**config.mk**
```make
export PLATFORM = sky130hd
export DESIGN_NAME = l2_req_buffer
export DESIGN_NICKNAME = d
export VERILOG_FILES = /design/src/design/host_domain_pkg.sv /design/src/design/l2_req_buffer.sv
export SDC_FILE = /design/constraint.sdc
export NUM_CORES = 1
export LEC_CHECK = 0
export BUFFER_PORTS_ARGS = -buffer_cell sky130_fd_sc_hd__buf_4
export CAP_MARGIN = 0
export CORE_MARGIN = 10
export CORE_UTILIZATION = 42
export DETAILED_ROUTE_END_ITERATION = 16
export GPL_ROUTABILITY_DRIVEN = 1
export PLACE_DENSITY = 0.87
export SLEW_MARGIN = 20
export SYNTH_ARGS = -nofsm -noshare
export SYNTH_HDL_FRONTEND = slang
export SYNTH_SLANG_ARGS = --single-unit
export TNS_END_PERCENT = 20
```
**constraint.sdc**
```tcl
create_clock -name clk_i -period 4.3 [get_ports clk_i]
set_input_delay 0.86 -clock clk_i [delete_from_list [all_inputs] [get_ports clk_i]]
set_output_delay 0.86 -clock clk_i [all_outputs]
set_load 0.005 [all_outputs]
```
**src/design/host_domain_pkg.sv**
```systemverilog
// Bank count and depth are fixed here; the address interleaves banks on its low bits
package host_domain_pkg;

  // Memory geometry
  localparam int unsigned L2NumBanks  = 8;
  localparam int unsigned L2BankWords = 256;
  localparam int unsigned L2DataWidth = 32;

  localparam int unsigned L2BankSelWidth = $clog2(L2NumBanks);
  localparam int unsigned L2RowWidth     = $clog2(L2BankWords);

  // Low bits pick the bank, high bits pick the row
  localparam int unsigned L2AddrWidth = L2BankSelWidth + L2RowWidth;

  // Access type carried with every request
  typedef enum logic [0:0] {
    L2_READ  = 1'b0,
    L2_WRITE = 1'b1
  } l2_op_e;

  // Master identity, used as round-robin state and response tag
  typedef enum logic [0:0] {
    MASTER_HOST = 1'b0,
    MASTER_UDMA = 1'b1
  } l2_master_e;

endpackage
```
**src/design/l2_req_buffer.sv**
```systemverilog
// One-deep slot; relies on the master issuing at most one request every two clocks
module l2_req_buffer (
  input  logic                                     clk_i,
  input  logic                                     rst_n_i,
  input  logic                                     req_i,
  input  host_domain_pkg::l2_op_e                  op_i,
  input  logic [host_domain_pkg::L2AddrWidth-1:0]  addr_i,
  input  logic [host_domain_pkg::L2DataWidth-1:0]  wdata_i,
  input  logic                                     gnt_i,
  output logic                                     valid_o,
  output host_domain_pkg::l2_op_e                  op_o,
  output logic [host_domain_pkg::L2AddrWidth-1:0]  addr_o,
  output logic [host_domain_pkg::L2DataWidth-1:0]  wdata_o
);

  logic                                    pend_q;
  host_domain_pkg::l2_op_e                 pend_op_q;
  logic [host_domain_pkg::L2AddrWidth-1:0] pend_addr_q;
  logic [host_domain_pkg::L2DataWidth-1:0] pend_wdata_q;

  // Held request has priority over the live inputs
  assign valid_o = pend_q | req_i;
  assign op_o    = pend_q ? pend_op_q    : op_i;
  assign addr_o  = pend_q ? pend_addr_q  : addr_i;
  assign wdata_o = pend_q ? pend_wdata_q : wdata_i;

  always_ff @(posedge clk_i) begin
    if (!rst_n_i) begin
      pend_q <= 1'b0;
    end else if (pend_q) begin
      if (gnt_i) begin
        pend_q <= 1'b0;
      end
    end else if (req_i && !gnt_i) begin
      pend_q <= 1'b1;
    end
  end

  // Payload captured only when a live request loses
  always_ff @(posedge clk_i) begin
    if (!pend_q && req_i && !gnt_i) begin
      pend_op_q    <= op_i;
      pend_addr_q  <= addr_i;
      pend_wdata_q <= wdata_i;
    end
  end

endmodule

```
==> out/metrics.yaml <==
status: "complete, no violations"
cap_violations: 0
synth.most_common_cell: "edfxtp_1"
final_core_util: 0.611
async_flop_share: 0
postCtsSetupBuffers: 0
drt_first_pass_iters: 3
dieArea_um2: 8230
switching_power_uw: 195
ys_seq_area_frac: 0.639
critPathSlowestCell: "dfxtp_2"
drcViolationCount: 0
synth_common_cells: "edfxtp_1 (44), mux2_4 (39), mux2_2 (5)"
io_pins: 93
via_per_inst: 4.65
crit_top_cell: "buf_4"
criticalPathCategory: "flop to output port"
postCtsResizedCells: 0
die_h_um: 90.7
finalSetupTns_ps: 0
setup_viol: 0
gp_congestion: 0.676
cts.path.max_buffers: 2
fin_crit_ps: 3010
syn_area_per_cell_um2: 21.6
clock.fmax_mhz: 332
rr_endpoint: "pend_wdata_q[13]$_DFFE_PP_"
crit_cells: 3
cts_buffers: 5
tightest_slew_ps: 938
totalWireLength_um: 4640
drive_gt1_frac: 0.759
grt_pass1_vias: 1457
cp_max_fo: 31
area_delta_synth_final_pct: 39.3
htree_levels: 2
slew-limit-headroom: 0.375
rows: 25
gr-total-overflow: 0
ant_nets: 0
avgRoutedWirePerCell_um: 17.7
p_leak_nw: 1.24
coreArea_um2: 4790
cp-startpoint: "pend_q$_SDFF_PN0_"
antenna_found_initial: 0
ir_drop_mv: 0.236
layout.nets: 242
fin_crit_sh: 0.701
yosys.area.top_type_share: 0.629
numPortBuffers: 92
synth_edf_count: 44
cp-end-kind: "output port"
n_fill_cell: 384
cts.sinks: 45
combPwrFrac: 0.164
hp-start: "wdata_i[20]"
holdPathEnd: "pend_wdata_q[20]$_DFFE_PP_"
p_seq_frac: 0.525
insertion_delay_ps: 290
total_power_uw: 979
r2r_cells: 3
antenna_cells: 0
synth_flop_cell: "edfxtp_1"
grt_use_total: 0.113
grt_setup_unrepaired: "false"
rr_startpoint: "pend_q$_SDFF_PN0_"
synthesis.nets: 145
grt_max_degree: 32
synth_area_um2: 2100
hold_viol_final: 0
yosys_warnings: 0
root_buffer: "clkbuf_8"
p_int_uw: 784
initialDrtViolationCount: 50
r2r_slack_ps: 2280
critPathBufInv: 2
drv_slew: 0
synth_cell_type_count: 9
vias: 1217
crit_family: "flip-flops"
die_x_um: 90.7
crit_chain: "buf_4 -> mux2_4 -> buf_4"
worst_hold_path_type: "input pin to flop"
startpoint_type: "flop"
yosysTopAreaCell: "edfxtp_1"
crit_path_max_incr_delay_ps: 950
cts_tree: "done"
worst_clock_skew_ps: 7.56
cts_hold_buf: 0
crit_required_ps: 3440
pwr-share-clk: 0.311
ys_top_cells_by_area: "edfxtp_1 (63%), mux2_4 (28%), buf_12 (3.8%)"
synth-seq-cells: 45
cts.clk_slew.worst_paths_ps: 80
p_per_area_nw_per_um2: 335
swShare: 0.199
syn-instance-count: 97
holdPathStages: 1
initial_core_util: 0.439
grt_pass1_wl_um: 7580
cp.arrival_ps: 2150
cells by family after synthesis:
logic type,after synthesis,synth area share
mux,44,0.306
buf+inv,5,0.0435
simple gates,3,0.0119
flops,45,0.639
area by class of cell:
cell class / count / area, um2 / share of cell area
flip-flops and latches: 45 / 1340 / 0.459
repair buffers: 95 / 713 / 0.244
multi-input cells: 47 / 678 / 0.232
well taps: 67 / 83.8 / 0.0287
clock buffers: 6 / 72.6 / 0.0248
clock inverters: 2 / 33.8 / 0.0116
registers in the layout, summed over array words and instances (netlist names):
register,cells
pend_op_q,1
pend_wdata_q,32
pend_addr_q,11
pend_q,1
worst max-delay path by stage:
stage                                to  slack [ps]
6_report                    wdata_o[20]        1290
5_1_grt                     wdata_o[19]        1150
4_1_cts                     wdata_o[20]        1220
3_5_place_dp                wdata_o[20]        1550
3_3_place_gp                wdata_o[23]        1580
2_1_floorplan  pend_addr_q[0]$_DFFE_PP_        1260
power groups by stage:
stage          Sequential (mW)  Combinational [mW]  Clock [mW]
2_1_floorplan            0.517              0.0791           0
3_3_place_gp             0.524               0.160           0
3_5_place_dp             0.525               0.164           0
4_1_cts                  0.515               0.164       0.317
5_1_grt                  0.517               0.174       0.337
6_report                 0.514               0.161       0.304
metal layers:
layer	vias to the layer above	track usage	wire, um
met4	0	0.0398	23
met5	-	0	0
li1	573	-	-
met2	56	0.177	2230
met3	2	0.0690	593
met1	586	0.124	1790
per-stage QoR:
step / hold WS, ps / instance area, um2 / std cells / setup slack, ps
2_1_floorplan: 774 / 2100 / 97 / 1260
5_1_grt: 731 / 2920 / 262 / 1150
4_1_cts: 740 / 2920 / 262 / 1220
3_5_place_dp: 1050 / 2820 / 254 / 1550
3_3_place_gp: 1050 / 2820 / 254 / 1580
6_report: 752 / 2920 / 262 / 1290
cell usage in the layout, fill, tap and decap left out:
cell type and count:
mux2_4 39, edfxtp_1 44, buf_4 95, dfxtp_2 1, nor3b_4 1, or2_4 1, mux2_2 5, clkinv_1 1
clkbuf_1 1, bufinv_16 1, clkbuf_8 5, and3b_1 1
worst reg2reg max path: cells and delay by family (launching register included):
family | cells | cell delay (ps)
DFF | 1 | 950
and+or+nand+nor | 1 | 90
buffers and inverters | 2 | 700
(Power assumes the default switching activity.)
