File: src/design/host_domain_pkg.sv
// Bank count and depth are fixed here; the address interleaves banks on its low bits
package host_domain_pkg;

  // Memory geometry
  localparam int unsigned L2NumBanks  = 8;
  localparam int unsigned L2BankWords = 256;
  localparam int unsigned L2DataWidth = 32;

  localparam int unsigned L2BankSelWidth = $clog2(L2NumBanks);
  localparam int unsigned L2RowWidth     = $clog2(L2BankWords);

  // Low bits pick the bank, high bits pick the row
  localparam int unsigned L2AddrWidth = L2BankSelWidth + L2RowWidth;

  // Access type carried with every request
  typedef enum logic [0:0] {
    L2_READ  = 1'b0,
    L2_WRITE = 1'b1
  } l2_op_e;

  // Master identity, used as round-robin state and response tag
  typedef enum logic [0:0] {
    MASTER_HOST = 1'b0,
    MASTER_UDMA = 1'b1
  } l2_master_e;

endpackage
File: src/design/l2_bank_arbiter.sv
// Two masters only; a loser is granted next cycle because the winner cannot request again yet
module l2_bank_arbiter (
  input  logic                                         clk_i,
  input  logic                                         rst_n_i,

  input  logic                                         host_valid_i,
  input  host_domain_pkg::l2_op_e                      host_op_i,
  input  logic [host_domain_pkg::L2AddrWidth-1:0]      host_addr_i,
  input  logic [host_domain_pkg::L2DataWidth-1:0]      host_wdata_i,

  input  logic                                         udma_valid_i,
  input  host_domain_pkg::l2_op_e                      udma_op_i,
  input  logic [host_domain_pkg::L2AddrWidth-1:0]      udma_addr_i,
  input  logic [host_domain_pkg::L2DataWidth-1:0]      udma_wdata_i,

  output logic                                         host_gnt_o,
  output logic                                         udma_gnt_o,

  output logic [host_domain_pkg::L2NumBanks-1:0]       bank_en_o,
  output logic [host_domain_pkg::L2NumBanks-1:0]       bank_we_o,
  output logic [host_domain_pkg::L2NumBanks-1:0][host_domain_pkg::L2RowWidth-1:0]  row_o,
  output logic [host_domain_pkg::L2NumBanks-1:0][host_domain_pkg::L2DataWidth-1:0] wdata_o,
  output host_domain_pkg::l2_master_e [host_domain_pkg::L2NumBanks-1:0]            tag_o
);

  logic [host_domain_pkg::L2BankSelWidth-1:0] host_bank;
  logic [host_domain_pkg::L2BankSelWidth-1:0] udma_bank;
  logic [host_domain_pkg::L2RowWidth-1:0]     host_row;
  logic [host_domain_pkg::L2RowWidth-1:0]     udma_row;
  logic                                       conflict;
  logic [host_domain_pkg::L2NumBanks-1:0]     host_sel;
  logic [host_domain_pkg::L2NumBanks-1:0]     udma_sel;

  // Master that wins the next conflict on each bank
  host_domain_pkg::l2_master_e [host_domain_pkg::L2NumBanks-1:0] rr_q;

  assign host_bank = host_addr_i[host_domain_pkg::L2BankSelWidth-1:0];
  assign udma_bank = udma_addr_i[host_domain_pkg::L2BankSelWidth-1:0];
  assign host_row  = host_addr_i[host_domain_pkg::L2AddrWidth-1:host_domain_pkg::L2BankSelWidth];
  assign udma_row  = udma_addr_i[host_domain_pkg::L2AddrWidth-1:host_domain_pkg::L2BankSelWidth];

  assign conflict = host_valid_i && udma_valid_i && (host_bank == udma_bank);

  assign host_gnt_o = host_valid_i &&
                      (!conflict || (rr_q[host_bank] == host_domain_pkg::MASTER_HOST));
  assign udma_gnt_o = udma_valid_i &&
                      (!conflict || (rr_q[udma_bank] == host_domain_pkg::MASTER_UDMA));

  // One-hot bank selects of the granted accesses
  always_comb begin
    host_sel = '0;
    udma_sel = '0;
    host_sel[host_bank] = host_gnt_o;
    udma_sel[udma_bank] = udma_gnt_o;
  end

  always_comb begin
    for (int b = 0; b < host_domain_pkg::L2NumBanks; b++) begin
      bank_en_o[b] = 1'b0;
      bank_we_o[b] = 1'b0;
      row_o[b]     = '0;
      wdata_o[b]   = '0;
      tag_o[b]     = host_domain_pkg::MASTER_HOST;
      if (host_sel[b]) begin
        bank_en_o[b] = 1'b1;
        bank_we_o[b] = (host_op_i == host_domain_pkg::L2_WRITE);
        row_o[b]     = host_row;
        wdata_o[b]   = host_wdata_i;
        tag_o[b]     = host_domain_pkg::MASTER_HOST;
      end else if (udma_sel[b]) begin
        bank_en_o[b] = 1'b1;
        bank_we_o[b] = (udma_op_i == host_domain_pkg::L2_WRITE);
        row_o[b]     = udma_row;
        wdata_o[b]   = udma_wdata_i;
        tag_o[b]     = host_domain_pkg::MASTER_UDMA;
      end
    end
  end

  // Priority flips only on a bank that saw a conflict
  always_ff @(posedge clk_i) begin
    if (!rst_n_i) begin
      for (int b = 0; b < host_domain_pkg::L2NumBanks; b++) begin
        rr_q[b] <= host_domain_pkg::MASTER_HOST;
      end
    end else if (conflict) begin
      rr_q[host_bank] <= host_gnt_o ? host_domain_pkg::MASTER_UDMA
                                    : host_domain_pkg::MASTER_HOST;
    end
  end

endmodule

File: config.mk
export PLATFORM = sky130hd
export DESIGN_NAME = l2_bank_arbiter
export DESIGN_NICKNAME = d
export VERILOG_FILES = /design/src/design/host_domain_pkg.sv /design/src/design/l2_bank_arbiter.sv
export SDC_FILE = /design/constraint.sdc
export NUM_CORES = 1
export LEC_CHECK = 0
export ABC_CLOCK_PERIOD_IN_PS = 2900
export BUFFER_PORTS_ARGS = -buffer_cell sky130_fd_sc_hd__buf_4
export CORE_AREA = 3 3 170 172
export CTS_CLUSTER_DIAMETER = 60
export DETAILED_ROUTE_END_ITERATION = 10
export DIE_AREA = 0 0 173 175
export SYNTH_ARGS = -nofsm -noshare
export SYNTH_HDL_FRONTEND = slang
export SYNTH_SLANG_ARGS = --single-unit
File: constraint.sdc
create_clock -name clk_i -period 2.9 [get_ports clk_i]
set_input_delay 0.29 -clock clk_i [delete_from_list [all_inputs] [get_ports clk_i]]
set_output_delay 0.29 -clock clk_i [all_outputs]
set_load 0.03 [all_outputs]
==> results of run 1 <==
worst max-delay path: cells and delay by family:
family	cells	cell delay, ns
buffers and inverters	4	0.82
AOI/OAI and AO/OA	2	0.64
and+or+nand+nor	1	0.35
xor gates and xnor gates	1	0.22
routing by layer:
layer	share of wire [%]	vias to the layer above	global-route usage, %
met5	0	-	0
met2	48	472	33.3
li1	-	3336	-
met4	2.5	0	5.41
met3	7.7	56	3.48
met1	41	3661	24.4
layout make-up:
class,count,area (sq um)
Sequential cell,8,160
Multi-Input combinational cell,508,4790
Timing Repair Buffer,474,3800
Tap cell,378,473
Clock buffer,3,75.1
Inverter,3,11.3
Fill cell,2950,18300
per-stage QoR:
| stage | std cells | setup slack (ns) | utilization (%) | power, mW |
|---|---|---|---|---|
| 6_report | 1374 | 0.236 | 33.7 | 1.75 |
| 5_1_grt | 1374 | 0.150 | 33.7 | 1.82 |
| 4_1_cts | 1372 | 0.103 | 33.6 | 1.74 |
| 3_5_place_dp | 1369 | 0.191 | 33.3 | 1.50 |
| 3_3_place_gp | 1369 | 0.221 | 33.3 | 1.50 |
| 2_1_floorplan | 607 | 0.556 | - | 0.903 |
final timing paths:
path                             start                    to  cells past startpoint
setup reg to reg  rr_q[5]$_SDFFE_PN0P_  rr_q[6]$_SDFFE_PN0P_                      5
hold reg to reg   rr_q[2]$_SDFFE_PN0P_  rr_q[2]$_SDFFE_PN0P_                      2
setup / recovery        udma_addr_i[0]           wdata_o[18]                      8
hold / removal                 rst_n_i  rr_q[5]$_SDFFE_PN0P_                      3
power by group through the flow:
stage	combinational (mW)	clock, mW	sequential (mW)
finish	1.40	0.232	0.112
global route	1.46	0.244	0.112
CTS	1.39	0.234	0.112
detailed placement	1.39	0	0.114
global placement	1.39	0	0.114
floorplan	0.790	0	0.113
layout by cell type, fill, tap and decap left out, types with 3 or more instances in the layout:
cell type    n
buf_4      455
nand3_1      4
a31oi_4      8
a2bb2o_4    63
dfxtp_1      8
a311oi_1     4
a31o_4       4
a211oi_1     4
buf_12      19
o22a_1       4
a2bb2o_1    52
nand2_1     90
o2bb2ai_1  213
inv_1        3
a21o_1       6
nor2_1       9
clkbuf_16    3
xor2_1       3
nand2b_1     3
a31oi_1      8
nor2b_1      4
a21oi_1      4
mux2i_1      6
cells by family (layout without fill, tap and decap cells):
logic type                Yosys count  in the layout
xor gates and xnor gates            3              3
and+or+nand+nor                   123            123
DFF                                 8              8
muxes                               6              6
buffers and inverters              91            480
AOI/OAI and AO/OA                 376            376
synth_stat cells (all sizes together):
library cell / count / share of area (%)
a211oi: 4 / 0.57
a21o: 6 / 0.85
a21oi: 4 / 0.38
a22oi: 1 / 0.24
a2bb2o: 115 / 34
a311oi: 4 / 0.66
a31o: 4 / 0.66
a31oi: 16 / 2.3
and2: 2 / 0.24
and3: 2 / 0.24
buf: 67 / 7.2
clkbuf: 21 / 1.5
dfxtp: 8 / 3.0
inv: 3 / 0.21
mux2i: 6 / 1.1
nand2: 90 / 6.4
nand2b: 3 / 0.36
nand3: 4 / 0.38
nand3b: 1 / 0.14
nor2: 10 / 0.71
nor2b: 4 / 0.47
nor3: 2 / 0.19
nor4: 2 / 0.64
o211a: 1 / 0.19
o21bai: 2 / 0.28
o221a: 2 / 0.43
o22a: 4 / 0.66
o2bb2ai: 213 / 35
or2: 2 / 0.24
or4: 1 / 0.14
xor2: 3 / 0.50
repair_timing:
action	4_1_cts	5_1_grt
setup endpoints to repair	0	10
hold buffers	0	0
resized for setup	0	0
setup buffers	0	2
==> results.md, run 1 <==
* Outcome: complete, no violations
* Final Max Slew Viols at 0
* Pin count of the biggest net entering global routing at 47
* Maximum clock rate at around 0.38 GHz
* Seq pwr share at about 6.4%
* CTS H-tree lvls at 1
* Clock power frac at about an eighth
* Port Buffers at approximately 440
* Synth Register Bits at 8
* WP data required at 2.61 ns
* Worst hold slack at about 0.48 ns
* Syn Inst Count at approximately 610
* Simple-Gate Fraction of Synth Area at 10.1%
* CTS tree: done
* Period minus WS final at 2.66 ns
* CP peak stage delay at between 0.3 and 0.4 ns
* CP max FO at 39
* Via count at around 7500
* Core area at 27600 sq um
* CP endpoint kind: output pin
* Die W at about 170 um
* Largest registers: rr_q x8
* Worst-margin pin slew at 0.785 ns
* Antenna cells at 0
* Total Wirelength at 31900 um
* Number of flip-flops in the largest register at 8
* WL/cell at between 20 and 25 um
* VDD IR-drop max at ~0.19 mV
* CP Class: in2out
* Hold Path Class: in2reg
* Comb pwr share at 80.3%
* CP Launch Type: input port
* Layout Skew at between 0.002 and 0.003 ns
* Max cap viols at 0
* Pwr dens at 187 nW/um^2
* # DRC at 0
* Relative slew slack at between 40% and 50%
* Initial Utilization at between 10% and 20%
* Top reg by flops: rr_q
* Reg2reg setup slack at between 1 and 1.5 ns
* Syn avg cell area at 8.70 sq um
* Global-route wire length before repair at about 47000 um
* HPWL after DPL at roughly 24000 um
* Cts bufs inserted at 3
* Layout Nets at between 1000 and 1500
* Syn Nets at 699
* Leakage at 4.09 nW
* Switch share at a little over half
* Sequential area share after synthesis at about 3.0%
* Distinct cells, synth at 38
* Clock Tree Root: clkbuf_16
* # IOs at approximately 440
* Area grow syn2layout at 76.3%
* Gp weighted congestion at around 0.9
* Setup TNS at 0 ns
* Internal Power at 0.830 mW
* Post-Synth XOR/XNOR Area at less than 1%
* Clk buf depth at 2
* Grt total ovfl at 0
* Slowest cell on the critical path: nor4_4
* Final Cell Area at ~9300 sq um
* Clk Latency, worst-skew pair at 0.23 ns
* P_sw at ~0.92 mW
* Synth Area in Adders at 0%
* Iter 0 DRT Violations at around 550
* Final count of hold timing violations at 0
* Reg clk slew, reported paths at 0.04 ns
* Mapped Area at between 5000 and 6000 sq um
* Vias in the first global route at ~7500
* DIE AREA at 30300 sq um
* Post-DP Area at about 9000 sq um
* Routed vias/inst at roughly 5.5
* Mux cell area share after synthesis at 1.14%
* Antenna violations before repair at 0
* Post-route ant nets at 0
* Overall routing resource usage at between 10% and 20%
* First-pass detailed-route iteration total at 5
* RSZ-0062 raised after global routing: false
* CP Cell Sequence: buf_4, xor2_1, nor4_4, buf_12, a31o_4, buf_12, a2bb2o_1, buf_4
* Largest family of logic cells by synthesized area: compound AO/OA/AOI/OAI gates
* Critical Path AT at roughly 2.4 ns
* Layout cell share with drive strength beyond 1 at around 56%
* Final period util at between 90 and 100%
* Synth Area in Compound Gates at 76.3%
* # rows at 61
* Clock sinks at 8
* YS warnings at 0
* Setup violations, final at 0
* Chip height at around 180 um
Note: power is estimated with default switching activity, not from simulation.
==> inputs of run 2 (changes only) <==
--- a/config.mk
+++ b/config.mk
@@ -11,6 +11,7 @@
 export CTS_CLUSTER_DIAMETER = 60
 export DETAILED_ROUTE_END_ITERATION = 10
 export DIE_AREA = 0 0 173 175
+export PLACE_DENSITY_LB_ADDON = 0.3
 export SYNTH_ARGS = -nofsm -noshare
 export SYNTH_HDL_FRONTEND = slang
 export SYNTH_SLANG_ARGS = --single-unit
==> results.md, run 2 (synthesized netlist as in run 1, its figures left out) <==
* # fillers at 2947 (was 2950)
* Routed vias/inst at 5.45 (was 5.48)
* Die W at 173 um (unchanged)
* Core area at 27600 sq um (unchanged)
* Via count at 7511 (was 7525)
* Non-Filler Instances at 1378 (was 1374)
* Outcome: complete, no violations (unchanged)
* Clock Tree Root: clkbuf_16 (unchanged)
* Gp weighted congestion at 0.856 (was 0.880)
* Top cell by count, worst path: buf_4
* Final setup margin at 0.232 ns (was 0.236 ns)
* Largest registers: rr_q x8 (unchanged)
* Port Buffers at 437 (unchanged)
* Register area at 160 sq um (unchanged)
* Final count of hold timing violations at 0 (unchanged)
* Cts bufs inserted at 3 (unchanged)
* Total Wirelength at 31900 um (about the same)
* HPWL after DPL at 23600 um (about the same)
* CP Launch Type: input port (unchanged)
* Chip height at 175 um (unchanged)
* WP data required at 2.61 ns (about the same)
* Layout cell share with drive strength beyond 1 at 56.5% (was 56.3%)
* CP endpoint kind: output pin (unchanged)
* Clk buf depth at 2 (unchanged)
* Number of flip-flops in the largest register at 8 (unchanged)
* Initial Utilization at 19.1% (unchanged)
* Leakage at 4.10 nW (was 4.09 nW)
* CTS tree: done (unchanged)
* Grt total ovfl at 0 (unchanged)
* Overall routing resource usage at 19.0% (was 19.2%)
* Clk Latency, worst-skew pair at 0.23 ns (about the same)
* # rows at 61 (unchanged)
* Clock sinks at 8 (unchanged)
* Iter 0 DRT Violations at 463 (was 546)
* Cell count after placement at 1371 (was 1369)
* CP Class: in2out (unchanged)
* Reg clk slew, reported paths at 0.04 ns (about the same)
* Post-route ant nets at 0 (unchanged)
* Vias in the first global route at 7229 (was 7503)
* Final Max Slew Viols at 0 (unchanged)
* Worst hold slack at 0.470 ns (was 0.478 ns)
* Worst r2r src: rr_q[5]$_SDFFE_PN0P_ (unchanged)
* Pin count of the biggest net entering global routing at 46 (was 47)
* Antenna violations before repair at 0 (unchanged)
* Max cap viols at 0 (unchanged)
* Footprint of the multi-input gates at 4790 sq um (unchanged)
* Area grow syn2layout at 76.4% (was 76.3%)
* Worst Setup SP: udma_addr_i[0] (unchanged)
* Period minus WS final at 2.67 ns (was 2.66 ns)
* Relative slew slack at 54.5% (was 47.2%)
* Setup violations, final at 0 (unchanged)
* WHS Path Cells at 3 (unchanged)
* Hold buffer count at cts at 0 (unchanged)
* CP peak stage delay at 0.39 ns (was 0.35 ns)
* Post-Place Worst Slack at 0.160 ns (was 0.191 ns)
* Commonest non-fill, non-tap cell in the layout: buf_4 (unchanged)
* Final period util at 92.0% (was 91.9%)
* Layout Nets at 1094 (was 1090)
* WL/cell at 23.1 um (was 23.2 um)
* Global-route wire length before repair at 46300 um (was 46600 um)
* # IOs at 438 (unchanged)
* Pwr dens at 188 nW/um^2 (was 187 nW/um^2)
* Maximum clock rate at 0.375 GHz (about the same)
* VDD IR-drop max at 0.152 mV (was 0.193 mV)
* Setup TNS at 0 ns (unchanged)
* Slowest cell on the critical path: nor4_4 (unchanged)
* Hold Path Class: in2reg (unchanged)
* Total power draw at 1.75 mW (about the same)
* Hold Crit Start: rst_n_i (unchanged)
* Worst-margin pin slew at 0.677 ns (was 0.785 ns)
* Antenna cells at 0 (unchanged)
* CP Cell Sequence: buf_4, xor2_1, nor4_4, buf_12, a31o_4, buf_4, a2bb2o_1, buf_4 (was buf_4, xor2_1, nor4_4, buf_12, a31o_4, buf_12, a2bb2o_1, buf_4)
* First-pass detailed-route iteration total at 5 (unchanged)
* CTS H-tree lvls at 1 (unchanged)
* RSZ-0062 raised after global routing: false (unchanged)
* # DRC at 0 (unchanged)
* Critical Path AT at 2.38 ns (was 2.37 ns)
* Number of cells on the worst reg-to-reg path at 5 (unchanged)
* Layout Skew at 0.00190 ns (was 0.00283 ns)
* Most frequent cells in the layout: 461 x buf_4, 213 x o2bb2ai_1, 90 x nand2_1, 63 x a2bb2o_4, 52 x a2bb2o_1 (was 455 x buf_4, 213 x o2bb2ai_1, 90 x nand2_1, 63 x a2bb2o_4, 52 x a2bb2o_1)
* DIE AREA at 30300 sq um (unchanged)
* Top reg by flops: rr_q (unchanged)
* CP max FO at 17 (was 39)
run 2: cell count changes in the layout (fill, tap and decap cells not counted), sizes merged:
cell,delta
buf,+4
run 2: power breakdown:
part	internal [mW]	switching (mW)
Combinational	0.544	0.859
Clock	0.178	0.0566
Sequential	0.111	0.000701
run 2: worst paths after layout:
kind,endpoint,slack (ns)
setup / recovery,wdata_o[2],0.23
hold / removal,rr_q[5]$_SDFFE_PN0P_,0.47
setup reg to reg,rr_q[4]$_SDFFE_PN0P_,1.35
hold reg to reg,rr_q[2]$_SDFFE_PN0P_,0.54
run 2: critical path: cells and delay by family:
| family | cells | cell delay [ns] |
|---|---|---|
| xor gates and xnor gates | 1 | 0.22 |
| AOI/OAI and AO/OA | 2 | 0.67 |
| and+or+nand+nor | 1 | 0.39 |
| buffers and inverters | 4 | 0.78 |
run 2: what timing repair did:
action | 4_1_cts | 5_1_grt
setup endpoints to repair | 0 | 11
buffers inserted | 0 | 4
resized for setup | 0 | 0
run 2: area by class of cell:
cell class,count,share of cell area [%]
Clock buffer,3,0.806
Inverter,3,0.121
Multi-Input combinational cell,508,51.5
Sequential cell,8,1.72
Tap cell,378,5.08
Timing Repair Buffer,478,40.8
run 2: layer usage:
layer | vias to the layer above | GRT usage [%] | share of wire, %
met4 | 0 | 4.29 | 2.3
met3 | 50 | 3.17 | 6.9
li1 | 3333 | - | -
met2 | 448 | 33.9 | 49
met1 | 3680 | 24.0 | 42
met5 | - | 0 | 0
run 2: metrics by stage:
step	utilization [%]	cell area, sq um
2_1_floorplan	-	5280
3_3_place_gp	33.2	9180
3_5_place_dp	33.2	9180
4_1_cts	33.5	9260
5_1_grt	33.7	9310
6_report	33.7	9310
